[src/hdl/as6d_app_pkg.sv]
package as6d_app_pkg;

    // ==================================================
    // Widths
    // ==================================================
    localparam int PIPE_NUM   = 4;
    localparam int PIPE_IDX_W = 2;
    localparam int DT_W       = 6;
    localparam int CNT_W      = 16;
    localparam int MODE_W     = 2;

    typedef logic [PIPE_NUM-1:0]   pipe_bitmap_t;  // One bit per pipe
    typedef logic [PIPE_IDX_W-1:0] pipe_idx_t;
    typedef logic [DT_W-1:0]       datatype_t;     // CSI data type
    typedef logic [CNT_W-1:0]      count_t;        // Frame or line count
    typedef logic [MODE_W-1:0]     aggre_mode_t;

    // Mode in which a data type mismatch reaches the status flag
    localparam aggre_mode_t AGGRE_MODE_CONCAT = 2'd1;

    // ==================================================
    // Blank pattern generator timing
    // ==================================================
    localparam int BPG_ACK_DLY  = 2;  // Grant rise to ack
    localparam int BPG_LINE_LEN = 6;  // Ack to line end
    localparam int BPG_CNT_W    = 3;

    // Scheduler FSM
    typedef enum logic [2:0] {
        SCH_SILENT        = 3'd0,
        SCH_START_CONCAT  = 3'd1,
        SCH_MASTER        = 3'd2,
        SCH_ORDER         = 3'd3,
        SCH_WAIT_ACK      = 3'd4,
        SCH_CLEAR_STATE   = 3'd5,
        SCH_WAIT_LINE_END = 3'd6
    } sch_state_t;

    typedef enum logic [1:0] {
        BPG_IDLE     = 2'd0,
        BPG_WAIT_ACK = 2'd1,
        BPG_LINE     = 2'd2
    } bpg_state_t;

endpackage
[src/hdl/as6d_app_pipe_sch_top.sv]
`timescale 1ns/1ps

module as6d_app_pipe_sch_top
    import as6d_app_pkg::*;
(
    input  logic         aggre_clk,
    input  logic         aggre_clk_rst_n,

    input  aggre_mode_t  aggre_mode,
    input  pipe_bitmap_t pipe_concat_en,
    input  pipe_idx_t    master_pipe,
    input  pipe_bitmap_t pipe_mask_bitmap,

    input  pipe_bitmap_t pipe_line_vld,

    input  count_t       pipe_framecount,
    input  count_t       pipe_linecount,
    input  datatype_t    pipe_pkt_datatype,

    input  pipe_bitmap_t dt_align_vld,
    input  datatype_t    dt_align0,
    input  datatype_t    dt_align1,
    input  datatype_t    dt_align2,
    input  datatype_t    dt_align3,

    input  pipe_bitmap_t ack,
    input  pipe_bitmap_t line_end,

    output logic         start_sch_pulse,
    output logic         end_sch_pulse,
    output logic         align_fail_pulse,
    output pipe_bitmap_t up_state_concat,
    output logic         bpg_up_state,
    output count_t       bpg_framecount,
    output count_t       bpg_linecount,
    output datatype_t    bpg_pkt_datatype,
    output logic         sch_data_type_align_fail_int
);

    pipe_bitmap_t pipe_rdy_bitmap;
    logic         bpg_ack;
    logic         bpg_line_end;

    // ==================================================
    // Readiness, scheduling, blank pattern
    // ==================================================
    as6d_app_pipe_rdy_monitor u_rdy_monitor (
        .aggre_clk        (aggre_clk),
        .aggre_clk_rst_n  (aggre_clk_rst_n),
        .pipe_concat_en   (pipe_concat_en),
        .pipe_line_vld    (pipe_line_vld),
        .end_sch_pulse    (end_sch_pulse),
        .align_fail_pulse (align_fail_pulse),
        .pipe_rdy_bitmap  (pipe_rdy_bitmap),
        .start_sch_pulse  (start_sch_pulse)
    );

    as6d_app_pipe_sch_concat_line_interleaved u_sch (
        .aggre_clk                    (aggre_clk),
        .aggre_clk_rst_n              (aggre_clk_rst_n),
        .aggre_mode                   (aggre_mode),
        .pipe_concat_en               (pipe_concat_en),
        .master_pipe                  (master_pipe),
        .pipe_mask_bitmap             (pipe_mask_bitmap),
        .pipe_rdy_bitmap              (pipe_rdy_bitmap),
        .pipe_framecount              (pipe_framecount),
        .pipe_linecount               (pipe_linecount),
        .pipe_pkt_datatype            (pipe_pkt_datatype),
        .start_sch_pulse              (start_sch_pulse),
        .end_sch_pulse                (end_sch_pulse),
        .align_fail_pulse             (align_fail_pulse),
        .dt_align_vld                 (dt_align_vld),
        .dt_align0                    (dt_align0),
        .dt_align1                    (dt_align1),
        .dt_align2                    (dt_align2),
        .dt_align3                    (dt_align3),
        .ack                          (ack),
        .line_end                     (line_end),
        .bpg_ack                      (bpg_ack),
        .bpg_line_end                 (bpg_line_end),
        .bpg_framecount               (bpg_framecount),
        .bpg_linecount                (bpg_linecount),
        .bpg_pkt_datatype             (bpg_pkt_datatype),
        .bpg_up_state                 (bpg_up_state),
        .up_state_concat              (up_state_concat),
        .sch_data_type_align_fail_int (sch_data_type_align_fail_int)
    );

    // Answers for masked pipes
    as6d_app_bpg u_bpg (
        .aggre_clk       (aggre_clk),
        .aggre_clk_rst_n (aggre_clk_rst_n),
        .bpg_up_state    (bpg_up_state),
        .bpg_ack         (bpg_ack),
        .bpg_line_end    (bpg_line_end)
    );

endmodule

[src/hdl/as6d_app_bpg.sv]
`timescale 1ns/1ps

module as6d_app_bpg
    import as6d_app_pkg::*;
(
    input  logic aggre_clk,
    input  logic aggre_clk_rst_n,
    input  logic bpg_up_state,
    output logic bpg_ack,
    output logic bpg_line_end
);

    bpg_state_t           bpg_cs;
    logic                 up_state_d;
    logic                 up_rise;
    logic [BPG_CNT_W-1:0] cnt;

    assign up_rise = bpg_up_state && !up_state_d;

    always_ff @(posedge aggre_clk or negedge aggre_clk_rst_n) begin
        if (!aggre_clk_rst_n) begin
            up_state_d <= 1'b0;
        end else begin
            up_state_d <= bpg_up_state;
        end
    end

    // ==================================================
    // Ack delay, then blank pixel count
    // ==================================================
    always_ff @(posedge aggre_clk or negedge aggre_clk_rst_n) begin
        if (!aggre_clk_rst_n) begin
            bpg_cs       <= BPG_IDLE;
            cnt          <= '0;
            bpg_ack      <= 1'b0;
            bpg_line_end <= 1'b0;
        end else begin
            bpg_ack      <= 1'b0;
            bpg_line_end <= 1'b0;
            case (bpg_cs)
                BPG_IDLE: begin
                    if (up_rise) begin
                        bpg_cs <= BPG_WAIT_ACK;
                        cnt    <= BPG_CNT_W'(BPG_ACK_DLY - 2);
                    end
                end
                BPG_WAIT_ACK: begin
                    if (cnt == '0) begin
                        bpg_ack <= 1'b1;
                        bpg_cs  <= BPG_LINE;
                        cnt     <= BPG_CNT_W'(BPG_LINE_LEN - 1);
                    end else begin
                        cnt <= cnt - 1'b1;
                    end
                end
                BPG_LINE: begin
                    if (cnt == '0) begin
                        bpg_line_end <= 1'b1;   // Last blank pixel
                        bpg_cs       <= BPG_IDLE;
                    end else begin
                        cnt <= cnt - 1'b1;
                    end
                end
                default: bpg_cs <= BPG_IDLE;
            endcase
        end
    end

endmodule

[src/hdl/as6d_app_pipe_sch_concat_line_interleaved.sv]
`timescale 1ns/1ps

module as6d_app_pipe_sch_concat_line_interleaved
    import as6d_app_pkg::*;
(
    input  logic         aggre_clk,
    input  logic         aggre_clk_rst_n,

    input  aggre_mode_t  aggre_mode,
    input  pipe_bitmap_t pipe_concat_en,
    input  pipe_idx_t    master_pipe,
    input  pipe_bitmap_t pipe_mask_bitmap,
    input  pipe_bitmap_t pipe_rdy_bitmap,

    input  count_t       pipe_framecount,
    input  count_t       pipe_linecount,
    input  datatype_t    pipe_pkt_datatype,

    input  logic         start_sch_pulse,
    output logic         end_sch_pulse,
    output logic         align_fail_pulse,

    input  pipe_bitmap_t dt_align_vld,
    input  datatype_t    dt_align0,
    input  datatype_t    dt_align1,
    input  datatype_t    dt_align2,
    input  datatype_t    dt_align3,

    input  pipe_bitmap_t ack,
    input  pipe_bitmap_t line_end,

    input  logic         bpg_ack,
    input  logic         bpg_line_end,
    output count_t       bpg_framecount,
    output count_t       bpg_linecount,
    output datatype_t    bpg_pkt_datatype,
    output logic         bpg_up_state,

    output pipe_bitmap_t up_state_concat,
    output logic         sch_data_type_align_fail_int
);

    sch_state_t   sch_cs;
    sch_state_t   sch_ns;

    pipe_bitmap_t cmp_vld;
    logic         out_comp_fail;
    logic         start_ok;

    // Order table, slot 0 is served first
    pipe_bitmap_t slot_vld;
    pipe_idx_t    slot_idx [PIPE_NUM];
    pipe_bitmap_t rot_vld;
    pipe_idx_t    rot_idx  [PIPE_NUM];
    pipe_idx_t    first_slot;
    pipe_idx_t    rot_slot;
    pipe_idx_t    order;

    logic         master_flag;
    logic         gnt;
    pipe_idx_t    cur_idx;           // Pipe holding the line slot
    pipe_bitmap_t up_state_int;
    logic         ack_hit;
    logic         line_end_hit;
    logic         ack_rotate;

    // ==================================================
    // Data type alignment check
    // ==================================================
    assign cmp_vld = {PIPE_NUM{start_sch_pulse}} & pipe_rdy_bitmap & dt_align_vld;

    multiple_value_comparator u_multiple_value_comparator (
        .in_vld        (cmp_vld),
        .in_data0      (dt_align0),
        .in_data1      (dt_align1),
        .in_data2      (dt_align2),
        .in_data3      (dt_align3),
        .out_comp_fail (out_comp_fail)
    );

    assign start_ok = start_sch_pulse && !out_comp_fail && (sch_cs == SCH_SILENT);

    always_ff @(posedge aggre_clk or negedge aggre_clk_rst_n) begin
        if (!aggre_clk_rst_n) begin
            align_fail_pulse <= 1'b0;
        end else begin
            align_fail_pulse <= out_comp_fail;   // Only valid on start
        end
    end

    // Status reflects the latest start
    always_ff @(posedge aggre_clk or negedge aggre_clk_rst_n) begin
        if (!aggre_clk_rst_n) begin
            sch_data_type_align_fail_int <= 1'b0;
        end else if (start_sch_pulse) begin
            sch_data_type_align_fail_int <= (aggre_mode == AGGRE_MODE_CONCAT) && out_comp_fail;
        end
    end

    // Header lock for the BPG
    always_ff @(posedge aggre_clk) begin
        if (start_sch_pulse) begin
            bpg_framecount   <= pipe_framecount;
            bpg_linecount    <= pipe_linecount;
            bpg_pkt_datatype <= pipe_pkt_datatype;
        end
    end

    // ==================================================
    // BPG mux
    // ==================================================
    assign ack_hit      = pipe_mask_bitmap[cur_idx] ? bpg_ack : ack[cur_idx];
    assign line_end_hit = pipe_mask_bitmap[cur_idx] ? bpg_line_end : line_end[cur_idx];

    always_comb begin
        up_state_int          = '0;
        up_state_int[cur_idx] = gnt;
    end

    assign up_state_concat = up_state_int & ~pipe_mask_bitmap;
    assign bpg_up_state    = |(up_state_int & pipe_mask_bitmap);

    // ==================================================
    // Order table rotation
    // ==================================================
    // Lowest valid slot
    always_comb begin
        first_slot = '0;
        for (int i = PIPE_NUM - 1; i >= 0; i--) begin
            if (slot_vld[i]) begin
                first_slot = pipe_idx_t'(i);
            end
        end
    end

    assign order      = slot_idx[first_slot];
    assign rot_slot   = master_flag ? master_pipe : first_slot;
    assign ack_rotate = (sch_cs == SCH_WAIT_ACK) && ack_hit;

    // Served slot goes to the back, invalidated
    always_comb begin
        for (int s = 0; s < PIPE_NUM - 1; s++) begin
            rot_vld[s] = slot_vld[rot_slot + pipe_idx_t'(s + 1)];
            rot_idx[s] = slot_idx[rot_slot + pipe_idx_t'(s + 1)];
        end
        rot_vld[PIPE_NUM-1] = 1'b0;
        rot_idx[PIPE_NUM-1] = slot_idx[rot_slot];
    end

    always_ff @(posedge aggre_clk or negedge aggre_clk_rst_n) begin
        if (!aggre_clk_rst_n) begin
            slot_vld <= '0;
            for (int i = 0; i < PIPE_NUM; i++) begin
                slot_idx[i] <= '0;
            end
        end else if (start_ok) begin
            slot_vld <= pipe_concat_en;
            for (int i = 0; i < PIPE_NUM; i++) begin
                slot_idx[i] <= pipe_idx_t'(i);
            end
        end else if (ack_rotate) begin
            slot_vld <= rot_vld;
            slot_idx <= rot_idx;
        end
    end

    always_ff @(posedge aggre_clk or negedge aggre_clk_rst_n) begin
        if (!aggre_clk_rst_n) begin
            master_flag <= 1'b0;
        end else if (sch_cs == SCH_MASTER) begin
            master_flag <= 1'b1;
        end else if (ack_rotate) begin
            master_flag <= 1'b0;
        end
    end

    // ==================================================
    // Scheduling FSM
    // ==================================================
    always_ff @(posedge aggre_clk or negedge aggre_clk_rst_n) begin
        if (!aggre_clk_rst_n) begin
            sch_cs <= SCH_SILENT;
        end else begin
            sch_cs <= sch_ns;
        end
    end

    always_comb begin
        sch_ns = sch_cs;
        case (sch_cs)
            SCH_SILENT:        if (start_ok) sch_ns = SCH_START_CONCAT;
            SCH_START_CONCAT:  sch_ns = SCH_MASTER;
            SCH_MASTER:        sch_ns = SCH_WAIT_ACK;
            SCH_ORDER:         sch_ns = SCH_WAIT_ACK;
            SCH_WAIT_ACK:      if (ack_hit) sch_ns = SCH_CLEAR_STATE;
            SCH_CLEAR_STATE:   sch_ns = SCH_WAIT_LINE_END;
            SCH_WAIT_LINE_END: begin
                if (line_end_hit) begin
                    sch_ns = (|slot_vld) ? SCH_ORDER : SCH_SILENT;
                end
            end
            default:           sch_ns = SCH_SILENT;
        endcase
    end

    // Grant register, one pipe at a time
    always_ff @(posedge aggre_clk or negedge aggre_clk_rst_n) begin
        if (!aggre_clk_rst_n) begin
            gnt     <= 1'b0;
            cur_idx <= '0;
        end else if (sch_ns == SCH_MASTER) begin
            gnt     <= 1'b1;
            cur_idx <= master_pipe;
        end else if (sch_ns == SCH_ORDER) begin
            gnt     <= 1'b1;
            cur_idx <= order;
        end else if (ack_rotate) begin
            gnt     <= 1'b0;                    // Drops the cycle after ack
        end
    end

    always_ff @(posedge aggre_clk or negedge aggre_clk_rst_n) begin
        if (!aggre_clk_rst_n) begin
            end_sch_pulse <= 1'b0;
        end else begin
            end_sch_pulse <= (sch_cs == SCH_WAIT_LINE_END) && (sch_ns == SCH_SILENT);
        end
    end

endmodule

[src/hdl/as6d_app_pipe_rdy_monitor.sv]
`timescale 1ns/1ps

module as6d_app_pipe_rdy_monitor
    import as6d_app_pkg::*;
(
    input  logic         aggre_clk,
    input  logic         aggre_clk_rst_n,
    input  pipe_bitmap_t pipe_concat_en,
    input  pipe_bitmap_t pipe_line_vld,     // Line header ready strobes
    input  logic         end_sch_pulse,
    input  logic         align_fail_pulse,
    output pipe_bitmap_t pipe_rdy_bitmap,
    output logic         start_sch_pulse
);

    logic         idle;
    logic         rearm;
    logic         all_rdy;
    pipe_bitmap_t rdy_next;

    assign rearm    = end_sch_pulse | align_fail_pulse;
    assign rdy_next = pipe_rdy_bitmap | pipe_line_vld;

    // Enabled set fully covered, counting this cycle's strobes
    assign all_rdy = (|pipe_concat_en) &&
                     ((rdy_next & pipe_concat_en) == pipe_concat_en);

    // ==================================================
    // Sticky ready bits
    // ==================================================
    always_ff @(posedge aggre_clk or negedge aggre_clk_rst_n) begin
        if (!aggre_clk_rst_n) begin
            pipe_rdy_bitmap <= '0;
        end else if (rearm) begin
            pipe_rdy_bitmap <= '0;
        end else if (idle) begin
            pipe_rdy_bitmap <= rdy_next;    // Frozen while a schedule runs
        end
    end

    always_ff @(posedge aggre_clk or negedge aggre_clk_rst_n) begin
        if (!aggre_clk_rst_n) begin
            idle <= 1'b1;
        end else if (rearm) begin
            idle <= 1'b1;
        end else if (idle && all_rdy) begin
            idle <= 1'b0;
        end
    end

    // Single cycle, idle drops on the same edge
    always_ff @(posedge aggre_clk or negedge aggre_clk_rst_n) begin
        if (!aggre_clk_rst_n) begin
            start_sch_pulse <= 1'b0;
        end else begin
            start_sch_pulse <= idle && all_rdy && !rearm;
        end
    end

endmodule

[src/hdl/multiple_value_comparator.sv]
`timescale 1ns/1ps

module multiple_value_comparator
    import as6d_app_pkg::*;
(
    input  pipe_bitmap_t in_vld,
    input  datatype_t    in_data0,
    input  datatype_t    in_data1,
    input  datatype_t    in_data2,
    input  datatype_t    in_data3,
    output logic         out_comp_fail
);

    datatype_t data_arr [PIPE_NUM];

    assign data_arr[0] = in_data0;
    assign data_arr[1] = in_data1;
    assign data_arr[2] = in_data2;
    assign data_arr[3] = in_data3;

    // ==================================================
    // Pairwise compare over the valid inputs
    // ==================================================
    // With one valid input or none, no pair qualifies
    always_comb begin
        out_comp_fail = 1'b0;
        for (int i = 0; i < PIPE_NUM - 1; i++) begin
            for (int j = i + 1; j < PIPE_NUM; j++) begin
                if (in_vld[i] && in_vld[j] && (data_arr[i] != data_arr[j])) begin
                    out_comp_fail = 1'b1;
                end
            end
        end
    end

endmodule

[config.mk]
export PLATFORM = sky130hd
export DESIGN_NAME = as6d_app_pipe_sch_top
export DESIGN_NICKNAME = d
export VERILOG_FILES = /design/src/hdl/as6d_app_pkg.sv /design/src/hdl/as6d_app_pipe_sch_top.sv /design/src/hdl/as6d_app_bpg.sv /design/src/hdl/as6d_app_pipe_sch_concat_line_interleaved.sv /design/src/hdl/as6d_app_pipe_rdy_monitor.sv /design/src/hdl/multiple_value_comparator.sv
export SDC_FILE = /design/constraint.sdc
export NUM_CORES = 1
export LEC_CHECK = 0
export BUFFER_PORTS_ARGS = -buffer_cell sky130_fd_sc_hd__buf_2
export CAP_MARGIN = 15
export CORE_UTILIZATION = 55
export CTS_BUF_LIST = sky130_fd_sc_hd__clkbuf_4 sky130_fd_sc_hd__clkbuf_8
export DETAILED_ROUTE_END_ITERATION = 8
export GPL_TIMING_DRIVEN = 0
export PLACE_DENSITY = 0.92
export RECOVER_POWER = 25
export SYNTH_ARGS = -nofsm -noshare
export SYNTH_HDL_FRONTEND = slang
export SYNTH_SLANG_ARGS = --single-unit
[constraint.sdc]
create_clock -name aggre_clk -period 6.7 [get_ports aggre_clk]
set_input_delay 1.005 -clock aggre_clk [delete_from_list [all_inputs] [get_ports aggre_clk]]
set_output_delay 1.005 -clock aggre_clk [all_outputs]
set_load 0.02 [all_outputs]
======== Word-level counts from Yosys, hierarchy flattened ========
Index checks and enable logic that the tools add are counted.
storage, ports and cells
  register bits after elaboration ......... 74
  bits of input ports ..................... 92
cells by class
  $add $sub $neg .......................... 4
  magnitude comparators ................... 10
  eq/ne operators ......................... 22
  multiplexer cells ....................... 72
  bitwise operators ....................... 14
  reductions and logical operators ........ 42
operators with widths
  kind                                                                           number
  2-bit 2-to-1 mux                                                               21
  6-bit != test                                                                  6
  4-bit bitwise AND                                                              6
  1-bit 2-to-1 mux                                                               24
  1-bit logical AND                                                              22
  2-bit binary-select mux with 2-bit select                                      5
  3-bit 2-to-1 mux                                                               6
  3-bit case mux with 6 select lines                                             1
  4-bit 2-to-1 mux                                                               4
  8-bit 2-to-1 mux                                                               2
  3-bit >= comparator (second input constant)                                    5
  2-bit NOT with 3-bit output                                                    5
  1-bit binary-select mux with 2-bit select                                      6
  3-bit by 2-bit equality test with 1-bit output (second input constant)         4
  2-bit by 3-bit less-than comparator with 1-bit output (second input constant)  4
  4-bit OR reduction                                                             3
  2-bit nonzero test                                                             5
  3-bit equality test (second input constant)                                    3
  3-bit logical NOT                                                              3
  3-bit case mux with 3 select lines                                             1
  2-bit by 1-bit != test with 1-bit output (second input constant)               3
  2-bit case mux with 3 select lines                                             1
  3-bit AND reduction                                                            2
  3-bit nonzero test                                                             2
  other kinds (16)                                                               20

======== Depth between registers and ports, before layout ========
Gate-level depths: netlist of run 1.
  depth after elaboration ................. 18
  depth in mapped cells ................... 10
  depth with buffers taken out ............ 8

======== Cells and area by module ========
A second synthesis of run 1 with hierarchy kept.
unflattened totals
  cell total of the unflattened synthesis .. 346
  area, all modules ....................... 4016.4 um^2
modules (own cells, without submodules)
  module                                     times used  cells an instance  area each (um^2)
  as6d_app_pipe_sch_concat_line_interleaved  1           222                2836.5
  as6d_app_bpg                               1           46                 491.7
  multiple_value_comparator                  1           52                 426.7
  as6d_app_pipe_rdy_monitor                  1           26                 261.5

======== Least setup slack after synthesis of run 1 ========
Ideal clock, no wire load.
  path kind ............................... input-to-reg
  from .................................... input master_pipe[0]
  to ...................................... register u_sch.slot_vld[2]
  data arrival time ....................... 2869 ps
  path slack .............................. 3706 ps
  stages .................................. 9
  buffers on the path ..................... 2
  path through ............................ nand2_1 -> a21boi_1 -> buf_2 -> inv_1 -> ha_1 -> buf_1 -> mux2i_1 -> mux2_4 -> mux2_2
on the way
  longest elaborated chain between the ends .. 6
ends and longest elaborated chain
  element                                    RTL line                                          text
  start, declared                            as6d_app_pipe_sch_top.sv:11                       input pipe_idx_t master_pipe,
  2-bit 2-to-1 mux                           as6d_app_pipe_sch_concat_line_interleaved.sv:137  assign rot_slot = master_flag ? master_pipe : first_slot;
  2-bit adder                                as6d_app_pipe_sch_concat_line_interleaved.sv:143  rot_vld[s] = slot_vld[rot_slot + pipe_idx_t'(s + 1)];
  1-bit binary-select mux with 2-bit select  as6d_app_pipe_sch_concat_line_interleaved.sv:143
  1-bit 2-to-1 mux (implied by the code)     as6d_app_pipe_sch_concat_line_interleaved.sv:143
  4-bit 2-to-1 mux                           as6d_app_pipe_sch_concat_line_interleaved.sv:161  end else if (ack_rotate) begin
  4-bit 2-to-1 mux                           as6d_app_pipe_sch_concat_line_interleaved.sv:156  end else if (start_ok) begin
  end signal, assigned                       as6d_app_pipe_sch_concat_line_interleaved.sv:157  slot_vld <= pipe_concat_en;
  end signal, assigned                       as6d_app_pipe_sch_concat_line_interleaved.sv:162  slot_vld <= rot_vld;
  end, declared                              as6d_app_pipe_sch_concat_line_interleaved.sv:51   pipe_bitmap_t slot_vld;
No other way between the ends. The select of a mux whose other input is x is not followed.
A chain may end at the register's enable or synchronous reset.

======== Final worst setup path of run 1 ========
Ends and elaborated chain as after synthesis.

==> results of run 1 <==
layout by cell type (no fill, tap or decap), types with 3 or more instances in the layout:
cell type	n
xnor2_1	22
edfxtp_1	38
clkbuf_1	4
nand4_1	7
nand3_1	5
clkbuf_8	9
mux4_2	3
nor2_1	17
nor4_1	3
mux2i_1	31
o21ai_0	14
buf_2	138
nand2b_1	4
o31ai_1	5
a21oi_1	16
xor2_1	14
nor3_1	7
nand2_1	15
and3_1	3
dfrtp_1	34
nor3b_1	3
inv_1	15
ha_1	7
path summary, 6_finish.rpt:
path | startpoint | to | slack, ns | cells after the start
setup / recovery | master_pipe[0] | u_sch.slot_vld[2]$_DFFE_PN0P_ | 3.72 | 10
hold / removal | u_bpg.cnt[1]$_DFFE_PN0P_ | u_bpg.cnt[1]$_DFFE_PN0P_ | 0.48 | 2
setup reg to reg | u_sch.slot_vld[2]$_DFFE_PN0P_ | u_sch.slot_vld[2]$_DFFE_PN0P_ | 3.82 | 10
hold reg to reg | u_bpg.cnt[1]$_DFFE_PN0P_ | u_bpg.cnt[1]$_DFFE_PN0P_ | 0.48 | 2
max in group asynchronous | aggre_clk_rst_n | u_rdy_monitor.start_sch_pulse$_DFF_PN0_ | 4.28 | 1
min in group asynchronous | aggre_clk_rst_n | u_sch.slot_vld[1]$_DFFE_PN0P_ | 1.19 | 1
power by group:
group	switching (mW)	leakage [nW]	internal, mW
Sequential	0.117	0.795	0.612
Clock	0.167	0.0959	0.177
Combinational	0.388	1.24	0.315
worst register-to-register path, delay by kind of cell (launching register included):
kind	cells	cell delay, ns
AOI/OAI and AO/OA	2	0.45
adders and majority gates	1	0.28
buffers and inverters	3	0.79
DFF	1	0.45
muxes	3	0.66
and+or+nand+nor	1	0.13
through the flow:
stage	hold WS (ns)	utilization	power [mW]	setup slack [ns]
6_report	0.482	0.732	1.78	3.72
4_1_cts	0.483	0.733	1.78	3.72
3_3_place_gp	0.456	0.702	1.39	3.45
5_1_grt	0.529	0.732	1.89	3.57
3_5_place_dp	0.466	0.702	1.44	3.38
2_1_floorplan	0.443	-	1.23	3.71
synth_stat cells, types with 4 or more instances:
library cell,n
edfxtp_1,38
dfrtp_1,35
mux2i_1,31
xnor2_1,22
nor2_1,17
a21oi_1,16
inv_1,15
nand2_1,15
o21ai_0,14
xor2_1,14
ha_1,7
nand4_1,7
nor3_1,7
nand3_1,5
o31ai_1,5
nand2b_1,4
routing by layer:
| layer | track usage | vias to the layer above | share of wire |
|---|---|---|---|
| met1 | 0.291 | 1388 | 0.39 |
| met4 | 0.0955 | 0 | 0.011 |
| met3 | 0.0580 | 8 | 0.076 |
| met2 | 0.436 | 120 | 0.52 |
| li1 | - | 1419 | - |
| met5 | 0 | - | 0 |
flip-flops by register name (all words and copies together), names as in the netlist, 2 cells and up:
| name | cells |
|---|---|
| u_sch.bpg_framecount | 16 |
| u_sch.bpg_linecount | 16 |
| u_sch.slot_idx | 8 |
| u_sch.bpg_pkt_datatype | 6 |
| u_rdy_monitor.pipe_rdy_bitmap | 4 |
| u_sch.slot_vld | 4 |
| u_bpg.cnt | 3 |
| u_sch.sch_cs | 3 |
| u_bpg.bpg_cs | 2 |
| u_sch.cur_idx | 2 |
cell type report:
class	count	area (um2)	share of cell area
sequential	74	2040	0.432
multi-input combinational	209	1600	0.338
clock buffer	10	131	0.0278
timing repair buffer	138	687	0.145
tap	77	96.3	0.0204
clock inverter	6	67.6	0.0143
inverter	15	56.3	0.0119
buffer	7	45.0	0.00953
logic make-up (layout without fill, tap and decap cells):
family,Yosys count,in the layout,synth area share
flops,74,74,0.546
simple gates,74,74,0.107
compound gates,53,53,0.0869
mux,39,39,0.126
xor+xnor,36,36,0.0842
buf+inv,22,176,0.0271
fa+ha+maj,7,7,0.0234
==> metrics.cfg, run 1 <==
[yosys]
yosysTopAreaCellShare = 0.305
syn-instance-count = 305
synth_flop_cell = edfxtp_1
synthArstFlopShare = 0.486
yosys.area.top_type = edfxtp_1
syn_area_mm2 = 0.00374
synth.avg_cell_area_um2 = 12.3
yosysUniqueCellTypes = 52
syn_nets = 404
synth_edf_count = 38
seq_area_frac_synth = 0.546
synth-seq-cells = 74
yosysWarnings = 0
synth_area_leaders = edfxtp_1 30%, dfrtp_1 23%, mux2i_1 8.3%

[grt]
grt_usage = 0.246
grt_pass1_vias = 2998
grt_pass1_wl_mm = 13.7
gr-total-overflow = 0
antenna_found_initial = 0
grt_max_degree = 47

[worst_setup_path]
cpPeakStageDelay_ns = 0.36
crit_top_cell = buf_2
cp_max_fo = 10
cp.required_ns = 6.94
critPathBufInv = 4
crit_path_end_kind = flop
cp_data_arrival_time_ns = 3.22
crit_chain = buf_2 > nand2_1 > a21boi_1 > buf_2 > inv_1 > ha_1 > buf_1 > mux2i_1 > mux2_4 > mux2_2
startpoint_type = input pin
critical-path-top-delay-family = buffers and inverters
slowest_stage = buf_2
crit_type = input pin to flop

[die]
dieWidth_um = 84.5
io_pins = 139
die_h_um = 84.5
coreArea_mm2 = 0.00646
rows = 29
die_area_mm2 = 0.00714
initial_core_util = 0.580

[clock_tree]
clk_pin_slew_worst_paths_ns = 0.08
cts_buffers = 9
clk_latency_ns = 0.34
cts.path.max_buffers = 2
cts.sinks = 74
cts_resized = 0
postCtsSetupRepairBufs = 0
cts_htree_levels = 3
cts_hold_buf = 0
cts_root_buffer = clkbuf_8
cts_tree = done

[timing]
finalSetupTns_ns = 0
tightest_slew_ns = 1.92
max_clock_freq_mhz = 336
slew_violations = 37
period_needed_ns = 2.98
finalHoldViolCount = 0
final.setup_skew_ns = 0.0102
rsz0062_at_grt = no
finalSetupViolations = 0
maxSlewHeadroom = -0.279
period_share = 0.445

[layout]
design_area_mm2 = 0.00473
drive_gt1_frac = 0.366
area_growth_pct = 26.3
fillers = 442
n_antenna_cell = 0
fin_cells = 536
nets = 553

[detailed_routing]
vias = 2935
totalWireLength_mm = 8.42
post_drt_wl_per_cell_um = 15.7
viasPerCell = 5.48
drc = 14
antenna_left = 0
initialDrtViolationCount = 192
dr.pass1.iters = 9

[outcome]
status = complete, but fails checks
violations = design-rule violations, max-capacitance violations, max-slew violations

[power]
ir_drop_uv = 233
p_leak_nw = 2.13
power_density_mw_per_mm2 = 376

[min_path]
worstHoldPathType = flop to flop

[placement]
placed_area_mm2 = 0.00453
portBuffers = 138
dp_hpwl_mm = 6.44
gp_congestion = 0.887
placed_cells = 520

[run]
drv_cap = 1

Note: power is estimated with default switching activity, not from simulation.
==> run 2, diff against run 1 <==
--- a/config.mk
+++ b/config.mk
@@ -5,13 +5,14 @@
 export SDC_FILE = /design/constraint.sdc
 export NUM_CORES = 1
 export LEC_CHECK = 0
+export ABC_AREA = 1
 export BUFFER_PORTS_ARGS = -buffer_cell sky130_fd_sc_hd__buf_2
 export CAP_MARGIN = 15
-export CORE_UTILIZATION = 55
+export CORE_UTILIZATION = 52
 export CTS_BUF_LIST = sky130_fd_sc_hd__clkbuf_4 sky130_fd_sc_hd__clkbuf_8
 export DETAILED_ROUTE_END_ITERATION = 8
 export GPL_TIMING_DRIVEN = 0
-export PLACE_DENSITY = 0.92
+export PLACE_DENSITY = 0.86
 export RECOVER_POWER = 25
 export SYNTH_ARGS = -nofsm -noshare
 export SYNTH_HDL_FRONTEND = slang
==> constraint.sdc (replaced) <==
create_clock -name aggre_clk -period 3.06 [get_ports aggre_clk]
set_input_delay 0.459 -clock aggre_clk [delete_from_list [all_inputs] [get_ports aggre_clk]]
set_output_delay 0.459 -clock aggre_clk [all_outputs]
set_load 0.02 [all_outputs]
==> run 2 against run 1 <==
Compared with the run above: the run ends with max-capacitance violations, max-slew violations left; wire length up 22%; highest routed layer unchanged; clock power up 120%; count of clock-buffer cells in the layout down 1; critical path depth up 3; final cell count up 45%; via count up 37%; global-route usage up 0.70 points; worst setup slack worse by 2.9 ns; register-to-register slack worse by 3.0 ns; synthesized cell count up 71%; critical path type is now flop to flop; synthesized area up 11%; hold slack worse by 0.20 ns.
==> metrics.cfg, run 2 <==
[outcome]
status = complete, but fails checks  ; unchanged
violations = max-capacitance violations, max-slew violations  ; was design-rule violations, max-capacitance violations, max-slew violations

[clock_tree]
cts.sinks = 74  ; unchanged
clk_pin_slew_worst_paths_ns = 0.08  ; about the same
postCtsSetupRepairBufs = 0  ; unchanged
cts_buffers = 9  ; unchanged
clk_latency_ns = 0.35  ; was 0.34 ns
cts_hold_buf = 0  ; unchanged
cts_resized = 0  ; unchanged
cts_htree_levels = 3  ; unchanged
cts.path.max_buffers = 2  ; unchanged
cts_root_buffer = clkbuf_8  ; unchanged
cts_tree = done  ; unchanged

[die]
io_pins = 139  ; unchanged
die_h_um = 91.3  ; was 84.5 um
coreArea_mm2 = 0.00773  ; was 0.00646 mm2
initial_core_util = 0.537  ; was 0.580
dieWidth_um = 91.3  ; was 84.5 um
rows = 32  ; was 29
die_area_mm2 = 0.00834  ; was 0.00714 mm2

[grt]
grt_pass1_wl_mm = 16.5  ; was 13.7 mm
grt_pass1_vias = 3754  ; was 2998
grt_usage = 0.253  ; was 0.246
grt_max_degree = 46  ; was 47
gr-total-overflow = 0  ; unchanged
antenna_found_initial = 0  ; unchanged

[timing]
final.setup_skew_ns = 0.00949  ; was 0.0102 ns
finalHoldViolCount = 0  ; unchanged
finalSetupTns_ns = 0  ; unchanged
maxSlewHeadroom = -0.268  ; was -0.279
period_needed_ns = 2.28
period_share = 0.745
max_clock_freq_mhz = 439
slew_violations = 37  ; unchanged
rsz0062_at_grt = no  ; unchanged
hold_ws_ns = 0.279  ; was 0.482 ns
tightest_slew_ns = 1.90  ; was 1.92 ns
finalSetupViolations = 0  ; unchanged

[worst_setup_path]
crit_type = flop to flop  ; was input pin to flop
crit_top_cell = nand2_1  ; was buf_2
startpoint_type = flop  ; was input pin
cpPeakStageDelay_ns = 0.41  ; was 0.36 ns
crit_chain = inv_1 > nand2_1 > a21oi_2 > nand2_1 > nand2_2 > buf_4 > ha_1 > inv_1 > nand3_1 > nand3_1 > nand2_1 > nand2_1 > nand2_1  ; was buf_2 > nand2_1 > a21boi_1 > buf_2 > inv_1 > ha_1 > buf_1 > mux2i_1 > mux2_4 > mux2_2
crit_path_end_kind = flop  ; unchanged
slowest_stage = dfrtp_1  ; was buf_2
critPathBufInv = 3  ; was 4
cp_max_fo = 10  ; unchanged
cp_data_arrival_time_ns = 2.52  ; was 3.22 ns
cp.required_ns = 3.30  ; was 6.94 ns
critical-path-top-delay-family = simple AND/OR/NAND/NOR gates  ; was buffers and inverters

[yosys]
synth_compound_area_frac = 0.0742  ; was 0.0869
synth_top_family_by_area = simple AND/OR/NAND/NOR gates  ; was multiplexers
yosysTopAreaCellShare = 0.275  ; was 0.305
synth-simple-area-share = 0.320  ; was 0.107
yosys.area.top_type = edfxtp_1  ; unchanged
synth_mux_area_frac = 0  ; was 0.126
synth_common_cells = 193 x nand2_1, 70 x inv_1, 48 x nand3_1, 39 x nor2_1, 38 x edfxtp_1  ; was 38 x edfxtp_1, 35 x dfrtp_1, 31 x mux2i_1, 22 x xnor2_1, 17 x nor2_1
yosysWarnings = 0  ; unchanged
synth-seq-cells = 74  ; unchanged
synth_flop_cell = edfxtp_1  ; unchanged
synthAdderAreaFrac = 0.0211  ; was 0.0234
synth-xor-area-share = 0.0148  ; was 0.0842
synth.most_common_cell = nand2_1  ; was edfxtp_1
syn-instance-count = 523  ; was 305
synth.avg_cell_area_um2 = 7.94  ; was 12.3 um2
seq_area_frac_synth = 0.492  ; was 0.546
yosysUniqueCellTypes = 38  ; was 52
synth_area_leaders = edfxtp_1 27%, dfrtp_1 21%, nand2_1 17%  ; was edfxtp_1 30%, dfrtp_1 23%, mux2i_1 8.3%
syn_area_mm2 = 0.00415  ; was 0.00374 mm2
synth_edf_count = 38  ; unchanged
syn_nets = 622  ; was 404
synthArstFlopShare = 0.486  ; unchanged

[placement]
placed_cells = 763  ; was 520
gp_congestion = 0.878  ; was 0.887
dp_hpwl_mm = 7.90  ; was 6.44 mm
portBuffers = 138  ; unchanged

[layout]
n_antenna_cell = 0  ; unchanged
drive_gt1_frac = 0.266  ; was 0.366
area_growth_pct = 24.5  ; was 26.3%
utilization = 0.669  ; was 0.732
fin_cells = 779  ; was 536
nets = 771  ; was 553
largestRegisters = u_sch.bpg_framecount (16), u_sch.bpg_linecount (16), u_sch.slot_idx (8)  ; unchanged
final_common_cell = nand2_1  ; was buf_2
final_cell_mix = 193 x nand2_1, 137 x buf_2, 70 x inv_1  ; was 138 x buf_2, 38 x edfxtp_1, 34 x dfrtp_1

[detailed_routing]
antenna_left = 0  ; unchanged
totalWireLength_mm = 10.3  ; was 8.42 mm
vias = 4012  ; was 2935
post_drt_wl_per_cell_um = 13.2  ; was 15.7 um
dr.pass1.iters = 5  ; was 9
initialDrtViolationCount = 163  ; was 192
viasPerCell = 5.15  ; was 5.48
drc = 0  ; was 14

[min_path]
worstHoldPathType = input pin to flop  ; was flop to flop

[power]
p_leak_nw = 2.76  ; was 2.13 nW
power_density_mw_per_mm2 = 917  ; was 376 mW/mm2
ir_drop_uv = 527  ; was 233 uV
power_mw = 4.74  ; was 1.78 mW

[run]
drv_cap = 1  ; unchanged

==> run 2: final cells by class <==
cell class,instances,area (um2)
fillers,630,2560
flip-flops and latches,74,2040
multi-input cells,370,1790
repair buffers,138,688
inverters,74,278
well taps,102,128
clock buffers,9,124
clock inverters,7,76.3
plain buffers,5,42.5
==> run 2: worst reg2reg max path, cell delays in order (launching register included) <==
cell and delay (ns):
dfrtp_1 0.41, inv_1 0.10, nand2_1 0.08, a21oi_2 0.21, nand2_1 0.14, nand2_2 0.16
buf_4 0.19, ha_1 0.30, inv_1 0.20, nand3_1 0.10, nand3_1 0.09, nand2_1 0.05
nand2_1 0.08, nand2_1 0.06
==> run 2: cells by family after synthesis <==
logic type / count (synthesis)
flops: 74
fa+ha+maj: 7
compound gates: 48
simple gates: 308
buf+inv: 79
xor+xnor: 7
==> run 2: final timing paths <==
| path | startpoint | to | slack (ns) | cells past startpoint |
|---|---|---|---|---|
| max | u_sch.slot_vld[2]$_DFFE_PN0P_ | u_sch.slot_vld[2]$_DFFE_PN0P_ | 0.78 | 13 |
| min | pipe_linecount[7] | u_sch.bpg_linecount[7]$_DFFE_PP_ | 0.28 | 1 |
| max reg2reg | u_sch.slot_vld[2]$_DFFE_PN0P_ | u_sch.slot_vld[2]$_DFFE_PN0P_ | 0.78 | 13 |
| min reg2reg | u_bpg.cnt[0]$_DFFE_PN0P_ | u_bpg.cnt[0]$_DFFE_PN0P_ | 0.51 | 2 |
| max in group asynchronous | aggre_clk_rst_n | u_rdy_monitor.start_sch_pulse$_DFF_PN0_ | 1.21 | 1 |
| min in group asynchronous | aggre_clk_rst_n | u_sch.cur_idx[0]$_DFFE_PN0P_ | 0.62 | 1 |
==> run 2: layer usage <==
layer / wire length (um) / share of wire / global-route usage
met1: 4270 / 0.42 / 0.297
met2: 5100 / 0.50 / 0.444
met3: 614 / 0.060 / 0.0335
met4: 298 / 0.029 / 0.146
met5: 0 / 0 / 0
==> run 2: power by group <==
| part | internal (mW) | switching [mW] | leakage, nW |
|---|---|---|---|
| combinational | 0.801 | 1.47 | 1.87 |
| sequential | 1.42 | 0.287 | 0.792 |
| clock | 0.384 | 0.386 | 0.0983 |
==> run 2: stage by stage <==
step                worst slack, ns  area, um2
floorplan                     0.718       4150
global placement              0.295       4970
detailed placement            0.818       4970
CTS                           0.805       5170
global route                  0.564       5170
finish                        0.780       5170
